## config.mk

```make
export PLATFORM = sky130hd
export DESIGN_NAME = image_stage_top
export DESIGN_NICKNAME = d
export VERILOG_FILES = /design/src/image_pkg.sv /design/src/image_stage_top.sv /design/src/axis_reg_slice.sv /design/src/image_shift_buffer.sv /design/src/axis_image_pipe.sv
export SDC_FILE = /design/constraint.sdc
export NUM_CORES = 1
export LEC_CHECK = 0
export BUFFER_PORTS_ARGS = -buffer_cell sky130_fd_sc_hd__buf_2
export CORE_MARGIN = 4
export CORE_UTILIZATION = 30
export DETAILED_ROUTE_END_ITERATION = 16
export GPL_TIMING_DRIVEN = 0
export PLACE_DENSITY_LB_ADDON = 0.05
export REMOVE_ABC_BUFFERS = 1
export SLEW_MARGIN = 25
export SYNTH_ARGS = -nofsm -noshare
export SYNTH_HDL_FRONTEND = slang
export SYNTH_SLANG_ARGS = --single-unit
```

## constraint.sdc

```tcl
create_clock -name aclk -period 16.19 [get_ports aclk]
set_input_delay 1.619 -clock aclk [delete_from_list [all_inputs] [get_ports aclk]]
set_output_delay 1.619 -clock aclk [all_outputs]
set_load 0.005 [all_outputs]
```

## src/image_pkg.sv

```systemverilog
// Sizes, row and config types and the pipe FSM states, imported by the image stage and its testbench
package image_pkg;

  localparam int UNITS        = 4;                           // Output words per beat
  localparam int KERNEL_H_MAX = 3;                           // Largest odd kernel height
  localparam int UNITS_EDGES  = UNITS + KERNEL_H_MAX - 1;    // Padded input words
  localparam int WORD_WIDTH   = 8;

  localparam int BITS_KERNEL_H   = 2;
  localparam int BITS_ONES_COUNT = 2;

  // Word positions inside a config header beat
  localparam int I_IS_NOT_MAX = 0;
  localparam int I_IS_MAX     = 1;
  localparam int I_IS_LRELU   = 2;
  localparam int I_KERNEL_H_1 = 3;

  typedef logic [UNITS_EDGES-1:0][WORD_WIDTH-1:0] in_row_t;   // Word 0 in the low bits
  typedef logic [UNITS-1:0][WORD_WIDTH-1:0]       out_row_t;

  typedef struct packed {
    logic                     is_not_max;
    logic                     is_max;
    logic                     is_lrelu;
    logic [BITS_KERNEL_H-1:0] kernel_h_1;
  } image_cfg_t;

  // Travels beside the data through the whole stage
  typedef struct packed {
    image_cfg_t cfg;
    logic       is_config;  // High on the ones beats
  } pipe_user_t;

  typedef struct packed {
    in_row_t ch1;
    in_row_t ch2;
  } pair_row_t;

  typedef struct packed {
    out_row_t ch1;
    out_row_t ch2;
  } pair_out_t;

  typedef enum logic [1:0] {
    SET_S,   // Wait for the header beat
    ONES_S,  // Ones beats for the activation config
    PASS_S   // Image data
  } pipe_state_t;

  // Number of ones beats that follow a header
  function automatic logic [BITS_ONES_COUNT-1:0] ones_beats(
    input logic [BITS_KERNEL_H-1:0] kernel_h_1
  );
    return BITS_ONES_COUNT'(kernel_h_1 / 2 + 2);
  endfunction

endpackage
```

## src/image_stage_top.sv

```systemverilog
// Image input stage top: pipe, shift buffer and output slice in a chain
`timescale 1ns/1ps

module image_stage_top import image_pkg::*; (
  input  logic       aclk,
  input  logic       reset,
  input  logic       s1_valid,
  output logic       s1_ready,
  input  in_row_t    s1_data,
  input  logic       s1_last,
  input  logic       s2_valid,
  output logic       s2_ready,
  input  in_row_t    s2_data,
  input  logic       m_ready,
  output logic       m_valid,
  output pair_out_t  m_data,
  output pipe_user_t m_user
);

  logic       pipe_valid, pipe_ready;
  pair_row_t  pipe_data;
  pipe_user_t pipe_user;

  logic       buf_valid, buf_ready;
  pair_out_t  buf_data;
  pipe_user_t buf_user;

  axis_image_pipe pipe (
    .aclk       (aclk      ),
    .reset      (reset     ),
    .s1_valid   (s1_valid  ),
    .s1_ready   (s1_ready  ),
    .s1_data    (s1_data   ),
    .s1_last    (s1_last   ),
    .s2_valid   (s2_valid  ),
    .s2_ready   (s2_ready  ),
    .s2_data    (s2_data   ),
    .pipe_ready (pipe_ready),
    .pipe_valid (pipe_valid),
    .pipe_data  (pipe_data ),
    .pipe_user  (pipe_user )
  );

  image_shift_buffer shifter (
    .aclk       (aclk      ),
    .reset      (reset     ),
    .pipe_valid (pipe_valid),
    .pipe_ready (pipe_ready),
    .pipe_data  (pipe_data ),
    .pipe_user  (pipe_user ),
    .buf_ready  (buf_ready ),
    .buf_valid  (buf_valid ),
    .buf_data   (buf_data  ),
    .buf_user   (buf_user  )
  );

  axis_reg_slice slice (
    .aclk       (aclk      ),
    .reset      (reset     ),
    .buf_valid  (buf_valid ),
    .buf_ready  (buf_ready ),
    .buf_data   (buf_data  ),
    .buf_user   (buf_user  ),
    .m_ready    (m_ready   ),
    .m_valid    (m_valid   ),
    .m_data     (m_data    ),
    .m_user     (m_user    )
  );

endmodule

```

## src/axis_reg_slice.sv

```systemverilog
// Two-entry register slice with a registered ready, placed at the shift buffer output
`timescale 1ns/1ps

module axis_reg_slice import image_pkg::*; (
  input  logic       aclk,
  input  logic       reset,
  input  logic       buf_valid,
  output logic       buf_ready,
  input  pair_out_t  buf_data,
  input  pipe_user_t buf_user,
  input  logic       m_ready,
  output logic       m_valid,
  output pair_out_t  m_data,
  output pipe_user_t m_user
);

  typedef struct packed {
    pair_out_t  data;
    pipe_user_t user;
  } entry_t;

  entry_t main_q, skid_q, in_entry;
  logic   skid_valid;
  logic   main_valid_d, skid_valid_d;
  logic   in_hs, main_free;

  assign in_entry  = '{data: buf_data, user: buf_user};
  assign in_hs     = buf_valid && buf_ready;
  assign main_free = m_ready || !m_valid;  // Main entry drains or is empty

  always_comb begin
    main_valid_d = m_valid;
    skid_valid_d = skid_valid;
    if (main_free) begin
      main_valid_d = skid_valid || in_hs;
      skid_valid_d = 1'b0;
    end else if (in_hs) begin
      skid_valid_d = 1'b1;  // Park the beat that arrived while main was stuck
    end
  end

  always_ff @(posedge aclk) begin
    if (reset) begin
      m_valid    <= 1'b0;
      skid_valid <= 1'b0;
      buf_ready  <= 1'b0;
    end else begin
      m_valid    <= main_valid_d;
      skid_valid <= skid_valid_d;
      buf_ready  <= !skid_valid_d;
    end
  end

  always_ff @(posedge aclk) begin
    if (main_free)
      main_q <= skid_valid ? skid_q : in_entry;
    else if (in_hs)
      skid_q <= in_entry;
  end

  assign m_data = main_q.data;
  assign m_user = main_q.user;

endmodule

```

## src/image_shift_buffer.sv

```systemverilog
// Shift buffer that de-centers each padded beat and replays it kernel_h_1+1 times one word lower each time
`timescale 1ns/1ps

module image_shift_buffer import image_pkg::*; (
  input  logic       aclk,
  input  logic       reset,
  input  logic       pipe_valid,
  output logic       pipe_ready,
  input  pair_row_t  pipe_data,
  input  pipe_user_t pipe_user,
  input  logic       buf_ready,
  output logic       buf_valid,
  output pair_out_t  buf_data,
  output pipe_user_t buf_user
);

  logic [BITS_KERNEL_H-1:0] count, count_next;
  logic [BITS_KERNEL_H-1:0] h2_in;

  logic       valid_in;
  pipe_user_t user_in;

  in_row_t s_row [2];  // Index 0 is ch1, 1 is ch2
  in_row_t dec   [2];
  in_row_t sh_d  [2];
  in_row_t sh_q  [2];

  // The input is padded symmetrically but the shift runs one way only,
  // so smaller kernels start further up the row
  function automatic in_row_t decenter(
    input in_row_t                  row,
    input logic [BITS_KERNEL_H-1:0] h2
  );
    in_row_t d;
    d = '0;
    for (int i = 0; i < UNITS_EDGES; i++) begin
      if (i <= UNITS - 1 + 2 * h2)
        d[i] = row[i + KERNEL_H_MAX / 2 - h2];
    end
    return d;
  endfunction

  assign s_row[0] = pipe_data.ch1;
  assign s_row[1] = pipe_data.ch2;
  assign h2_in    = pipe_user.cfg.kernel_h_1 / 2;

  // Accept a new beat only when no repetition is pending
  always_comb begin
    if (count == 0) begin
      valid_in   = pipe_valid;
      user_in    = pipe_user;
      pipe_ready = buf_ready;
      count_next = pipe_user.is_config ? '0 : pipe_user.cfg.kernel_h_1;
    end else begin
      valid_in   = 1'b1;
      user_in    = buf_user;     // Same header on every repeat
      pipe_ready = 1'b0;
      count_next = count - 1'b1;
    end
  end

  always_comb begin
    for (int c = 0; c < 2; c++) begin
      dec[c] = decenter(s_row[c], h2_in);
      if (count == 0)
        sh_d[c] = dec[c];
      else  // Each word takes its upper neighbour and the top word keeps D[top]
        sh_d[c] = {sh_q[c][UNITS_EDGES-1], sh_q[c][UNITS_EDGES-1:1]};
    end
  end

  always_ff @(posedge aclk) begin
    if (reset) begin
      count     <= '0;
      buf_valid <= 1'b0;
    end else if (buf_ready) begin
      buf_valid <= valid_in;
      if (count != 0 || pipe_valid)
        count <= count_next;
    end
  end

  always_ff @(posedge aclk) begin
    if (buf_ready) begin
      sh_q     <= sh_d;
      buf_user <= user_in;
    end
  end

  assign buf_data.ch1 = sh_q[0][UNITS-1:0];  // Only the lower UNITS words leave
  assign buf_data.ch2 = sh_q[1][UNITS-1:0];

endmodule

```

## src/axis_image_pipe.sv

```systemverilog
// Image pipe: takes the header from stream 1, sends the ones beats, then steers both streams to the buffer
`timescale 1ns/1ps

module axis_image_pipe import image_pkg::*; (
  input  logic       aclk,
  input  logic       reset,
  input  logic       s1_valid,
  output logic       s1_ready,
  input  in_row_t    s1_data,
  input  logic       s1_last,
  input  logic       s2_valid,
  output logic       s2_ready,
  input  in_row_t    s2_data,
  input  logic       pipe_ready,
  output logic       pipe_valid,
  output pair_row_t  pipe_data,
  output pipe_user_t pipe_user
);

  pipe_state_t state, state_next;
  image_cfg_t  cfg;
  logic [BITS_ONES_COUNT-1:0] ones_count;

  logic    s1_hs;
  logic    ones_done;
  in_row_t ones_row;

  assign s1_hs     = s1_valid && s1_ready;
  assign ones_done = (ones_count == ones_beats(cfg.kernel_h_1) - 1'b1) && pipe_ready;

  // Next state
  always_comb begin
    state_next = state;
    unique case (state)
      SET_S   : if (s1_hs) state_next = ONES_S;
      ONES_S  : if (ones_done) state_next = PASS_S;
      default : if (s1_hs && s1_last) state_next = SET_S;
    endcase
  end

  always_ff @(posedge aclk) begin
    if (reset) begin
      state      <= SET_S;
      cfg        <= '0;
      ones_count <= '0;
    end else begin
      state <= state_next;

      if (state == SET_S && s1_hs) begin  // Header words carry one flag each
        cfg.is_not_max <= s1_data[I_IS_NOT_MAX][0];
        cfg.is_max     <= s1_data[I_IS_MAX][0];
        cfg.is_lrelu   <= s1_data[I_IS_LRELU][0];
        cfg.kernel_h_1 <= s1_data[I_KERNEL_H_1][BITS_KERNEL_H-1:0];
      end

      if (state != ONES_S || ones_done)
        ones_count <= '0;
      else if (pipe_ready)
        ones_count <= ones_count + 1'b1;
    end
  end

  // Handshake steering
  always_comb begin
    unique case (state)
      SET_S : begin
        pipe_valid = 1'b0;
        s1_ready   = pipe_ready;
        s2_ready   = 1'b0;
      end
      ONES_S : begin
        pipe_valid = 1'b1;
        s1_ready   = 1'b0;
        s2_ready   = 1'b0;
      end
      default : begin
        if (cfg.is_max) begin  // Both streams move together
          pipe_valid = s1_valid && s2_valid;
          s1_ready   = pipe_ready && s2_valid;
          s2_ready   = pipe_ready && s1_valid;
        end else begin
          pipe_valid = s1_valid;
          s1_ready   = pipe_ready;
          s2_ready   = 1'b0;
        end
      end
    endcase
  end

  // Ones on the first KERNEL_H_MAX/2+1 words, zeros elsewhere to keep switching low
  always_comb begin
    for (int u = 0; u < UNITS_EDGES; u++) begin
      ones_row[u] = (u <= KERNEL_H_MAX / 2) ? WORD_WIDTH'(1) : '0;
    end
  end

  always_comb begin
    if (state == ONES_S) begin
      pipe_data.ch1 = ones_row;
      pipe_data.ch2 = ones_row;
    end else begin
      pipe_data.ch1 = s1_data;
      pipe_data.ch2 = cfg.is_max ? s2_data : s1_data;  // Shared channel when not max
    end
  end

  assign pipe_user.cfg       = cfg;
  assign pipe_user.is_config = (state == ONES_S);

endmodule

```

==> impl_metrics.prom <==
# TYPE chip_impl_metric gauge
chip_impl_metric{name="via_count",unit=""} 6826
chip_impl_metric{name="post_route_cells_drive_above_1_share",unit="%"} 32.6
chip_impl_metric{name="postSynthRegisterBits",unit=""} 257
chip_impl_metric{name="syn-cell-area",unit="um2"} 10900
chip_impl_metric{name="worst_setup_hold_path_clk_slew",unit="ns"} 0.06
chip_impl_metric{name="worstPathRequired",unit="ns"} 14.57
chip_impl_metric{name="cts_max_level",unit=""} 1
chip_impl_metric{name="growth_of_design_area_from_synthesis_to_finish",unit="%"} 23.2
chip_impl_info{name="crit_end",value="s1_ready"} 1
chip_impl_metric{name="worst-path-stages",unit=""} 4
chip_impl_metric{name="setup_tns",unit="ns"} 0
chip_impl_metric{name="synth_fa_ha_area_share",unit="%"} 0
chip_impl_metric{name="synth_edf_count",unit=""} 242
chip_impl_metric{name="number_of_distinct_library_cells_after_synthesis",unit=""} 32
chip_impl_metric{name="setup_skew",unit="ns"} 0.0142
chip_impl_metric{name="final-hold-violation-count",unit=""} 0
chip_impl_metric{name="number_of_max_cap_violations",unit=""} 0
chip_impl_metric{name="antenna_violations_before_repair",unit=""} 0
chip_impl_metric{name="critical_path_arrival",unit="ns"} 2.29
chip_impl_metric{name="timing_max_transition_violations_final",unit=""} 0
chip_impl_metric{name="placed_area",unit="um2"} 12500
chip_impl_info{name="grt_setup_unrepaired",value="no"} 1
chip_impl_metric{name="die_width",unit="um"} 199
chip_impl_metric{name="final_setup_violation_count",unit=""} 0
chip_impl_metric{name="floorplan.initialDensity",unit="%"} 30.6
chip_impl_metric{name="design.die.area",unit="um2"} 39600
chip_impl_metric{name="cells_resized_by_post_cts_repair",unit=""} 0
chip_impl_info{name="cts_tree",value="yes"} 1
chip_impl_metric{name="finalInstanceArea",unit="um2"} 13500
chip_impl_metric{name="routed_len_inst",unit="um"} 20.3
chip_impl_metric{name="ioPinCount",unit=""} 175
chip_impl_metric{name="pin_count_of_the_biggest_net_entering_global_routing",unit=""} 50
chip_impl_info{name="layout_common_cells",value="sky130_fd_sc_hd__edfxtp_1 (242), sky130_fd_sc_hd__buf_2 (174), sky130_fd_sc_hd__nand2_1 (100)"} 1
chip_impl_metric{name="yosys.area_share.xor_xnor",unit="%"} 0
chip_impl_metric{name="path_buf_inv",unit=""} 1
chip_impl_metric{name="globalplace.congestion",unit=""} 0.696
chip_impl_info{name="path_delay_family",value="simple AND/OR/NAND/NOR gates"} 1
chip_impl_info{name="run_status",value="complete, no violations"} 1
chip_impl_metric{name="worst_ir_drop_vdd",unit="mV"} 0.0750
chip_impl_metric{name="route.antenna.remaining_nets",unit=""} 0
chip_impl_metric{name="post_synth_mux_area_share",unit="%"} 15.1
chip_impl_metric{name="power_leakage",unit="nW"} 4.83
chip_impl_metric{name="seq_area_frac_synth",unit="%"} 69.2
chip_impl_info{name="synth_top_family_by_area",value="multiplexers"} 1
chip_impl_info{name="crit_path_top_delay_cell",value="sky130_fd_sc_hd__nor2_2"} 1
chip_impl_info{name="r2r_start",value="pipe.state[1]"} 1
chip_impl_metric{name="postSynth.asyncResetShare",unit="%"} 0
chip_impl_metric{name="drtIter0Drc",unit=""} 313
chip_impl_metric{name="pre_cts_ws",unit="ns"} 12.20
chip_impl_info{name="hold_class",value="reg -> reg"} 1
chip_impl_metric{name="clkSinkCount",unit=""} 257
chip_impl_info{name="startpoint",value="shifter.count[1]"} 1
chip_impl_metric{name="synth_compound_area_share",unit="%"} 6.20
chip_impl_metric{name="n_antenna_cell",unit=""} 0
chip_impl_metric{name="synthesis.instances",unit=""} 780
chip_impl_metric{name="power-per-cell-area",unit="nW/um2"} 117
chip_impl_info{name="cts.root.buffer_cell",value="sky130_fd_sc_hd__clkbuf_16"} 1
chip_impl_info{name="path_cells",value="nor2_2 -> nand2_1 -> nor2_1 -> buf_2"} 1
chip_impl_metric{name="routed_via_density",unit=""} 4.76
chip_impl_metric{name="timing.critical_path.fanout_max",unit=""} 13
chip_impl_metric{name="worst_path_largest_cell_delay",unit="ns"} 0.73
chip_impl_info{name="path_class",value="reg -> out"} 1
chip_impl_metric{name="r2r_slack",unit="ns"} 13.52
chip_impl_metric{name="drt_pass1_iterations",unit=""} 4
chip_impl_metric{name="post-route-period-util",unit="%"} 24.1
chip_impl_metric{name="drc",unit=""} 0
chip_impl_metric{name="worst_slack",unit="ns"} 12.28
chip_impl_metric{name="clock.fmax",unit="GHz"} 0.256
chip_impl_metric{name="io_buffer_count",unit=""} 174
chip_impl_info{name="timing.critical_path.from_type",value="register"} 1
chip_impl_metric{name="yosys_warn_count",unit=""} 0
chip_impl_metric{name="grt_pass1_vias",unit=""} 7238
chip_impl_metric{name="synth_area_per_cell",unit="um2"} 14.0
chip_impl_metric{name="cts_made_buffers",unit=""} 31
chip_impl_metric{name="area_share_of_and_or_nand_nor_cells_after_synthesis",unit="%"} 7.25
chip_impl_info{name="yosys_most_used_dff",value="sky130_fd_sc_hd__edfxtp_1"} 1
chip_impl_metric{name="grt_overflow",unit=""} 0
chip_impl_info{name="critical_path.reg2reg.endpoint",value="shifter.buf_data[9]"} 1
chip_impl_metric{name="worst-slew-pin-transition",unit="ns"} 0.926
chip_impl_metric{name="rr_worst_depth",unit=""} 5
chip_impl_metric{name="final_util",unit="%"} 37.7
chip_impl_metric{name="worst_skew_pair.late_latency",unit="ns"} 0.54
chip_impl_info{name="setup.worst_path.end_class",value="primary output"} 1
chip_impl_metric{name="dp_hpwl",unit="um"} 17800
chip_impl_metric{name="worst_slew_margin_rel",unit="%"} 38.2
chip_impl_metric{name="drt_wl_total",unit="um"} 29000
chip_impl_metric{name="groute.usage.overall",unit="%"} 14.4
chip_impl_metric{name="cts_setup_buffers",unit=""} 0
chip_impl_metric{name="number_of_nets_in_the_layout",unit=""} 1050
chip_impl_metric{name="standard_cell_core_area",unit="um2"} 35700
chip_impl_metric{name="finalCriticalPeriod",unit="ns"} 3.91
chip_impl_info{name="worst_hold_startpoint",value="shifter.buf_user[1]"} 1
chip_impl_info{name="mostFrequentLayoutCell",value="sky130_fd_sc_hd__edfxtp_1"} 1
chip_impl_metric{name="grt_pass1_wl",unit="um"} 44100
chip_impl_metric{name="std_cell_rows",unit=""} 69
chip_impl_metric{name="die_height",unit="um"} 199
chip_impl_metric{name="max-clock-path-buffers",unit=""} 3
chip_impl_metric{name="cts_hold_buf",unit=""} 0
==> through the flow <==
stage | cells | hold slack (ns) | power (mW)
final | 1433 | 0.440 | 1.58
after global routing | 1433 | 0.454 | 1.64
after CTS | 1433 | 0.445 | 1.60
after detailed placement | 1376 | 0.434 | 0.930
after global placement | 1363 | 0.426 | 0.931
after floorplan | 728 | 0.408 | 0.865
==> synthesized netlist by cell type, types with 7 or more instances <==
cell type,instances,area (um2)
sky130_fd_sc_hd__edfxtp_1,242,7270
sky130_fd_sc_hd__clkbuf_1,20,75.1
sky130_fd_sc_hd__dfxtp_1,15,300
sky130_fd_sc_hd__o31ai_1,10,75.1
sky130_fd_sc_hd__nor2_1,30,113
sky130_fd_sc_hd__nor3_1,26,130
sky130_fd_sc_hd__and3_1,9,56.3
sky130_fd_sc_hd__mux2_2,72,811
sky130_fd_sc_hd__buf_2,26,130
sky130_fd_sc_hd__o21ai_1,73,365
sky130_fd_sc_hd__a21oi_1,31,155
sky130_fd_sc_hd__mux2_1,7,78.8
sky130_fd_sc_hd__mux2i_1,76,761
sky130_fd_sc_hd__nand2_1,102,383
sky130_fd_sc_hd__o21ai_0,9,45.0
==> power breakdown <==
group          leakage [nW]  internal (mW)  switching (mW)
Sequential             2.54          0.774          0.0202
Clock                 0.481          0.393           0.270
Combinational          1.81         0.0548          0.0643
==> layout make-up <==
| type | instances | area (um2) |
|---|---|---|
| clock buffer | 33 | 783 |
| clock inverter | 24 | 180 |
| fill | 3521 | 22300 |
| inverter | 5 | 18.8 |
| multi-input combinational | 466 | 3150 |
| sequential | 257 | 7580 |
| tap | 461 | 577 |
| timing repair buffer | 187 | 1190 |
==> registers in the layout, summed over array words and instances, names as in the netlist <==
| register | flops |
|---|---|
| shifter.buf_user | 6 |
| slice.skid_q | 70 |
| slice.m_valid | 1 |
| slice.m_data | 64 |
| shifter.buf_valid | 1 |
| slice.skid_valid | 1 |
| slice.m_user | 6 |
| shifter.count | 2 |
| slice.buf_ready | 1 |
| pipe.pipe_user | 5 |
| shifter.sh_q | 32 |
| pipe.ones_count | 2 |
| shifter.buf_data | 64 |
| pipe.state | 2 |
==> worst min path at each step <==
stage	endpoint	slack [ns]	depth (start not counted)
3_5_place_dp	slice.skid_q[43]	0.43	0
4_1_cts	slice.skid_q[1]	0.44	0
6_report	slice.skid_q[1]	0.44	0
2_1_floorplan	shifter.buf_user[3]	0.41	0
3_3_place_gp	slice.skid_q[1]	0.43	0
5_1_grt	slice.skid_q[3]	0.45	0
==> metal layers <==
layer  vias up  part of all wire (%)  track usage [%]
met5         -                     0                0
met4         0                   1.9             2.81
met3        30                   4.1             2.41
met2       136                    47             23.8
met1      3387                    47             20.2
li1       3273                     -                -
==> cells by family after synthesis <==
kind of cell / Yosys count
AO/OA/AOI/OAI: 128
buffers and inverters: 57
flip-flops: 257
multiplexers: 155
AND/OR/NAND/NOR: 183
Power figures use the tool's default switching activity.
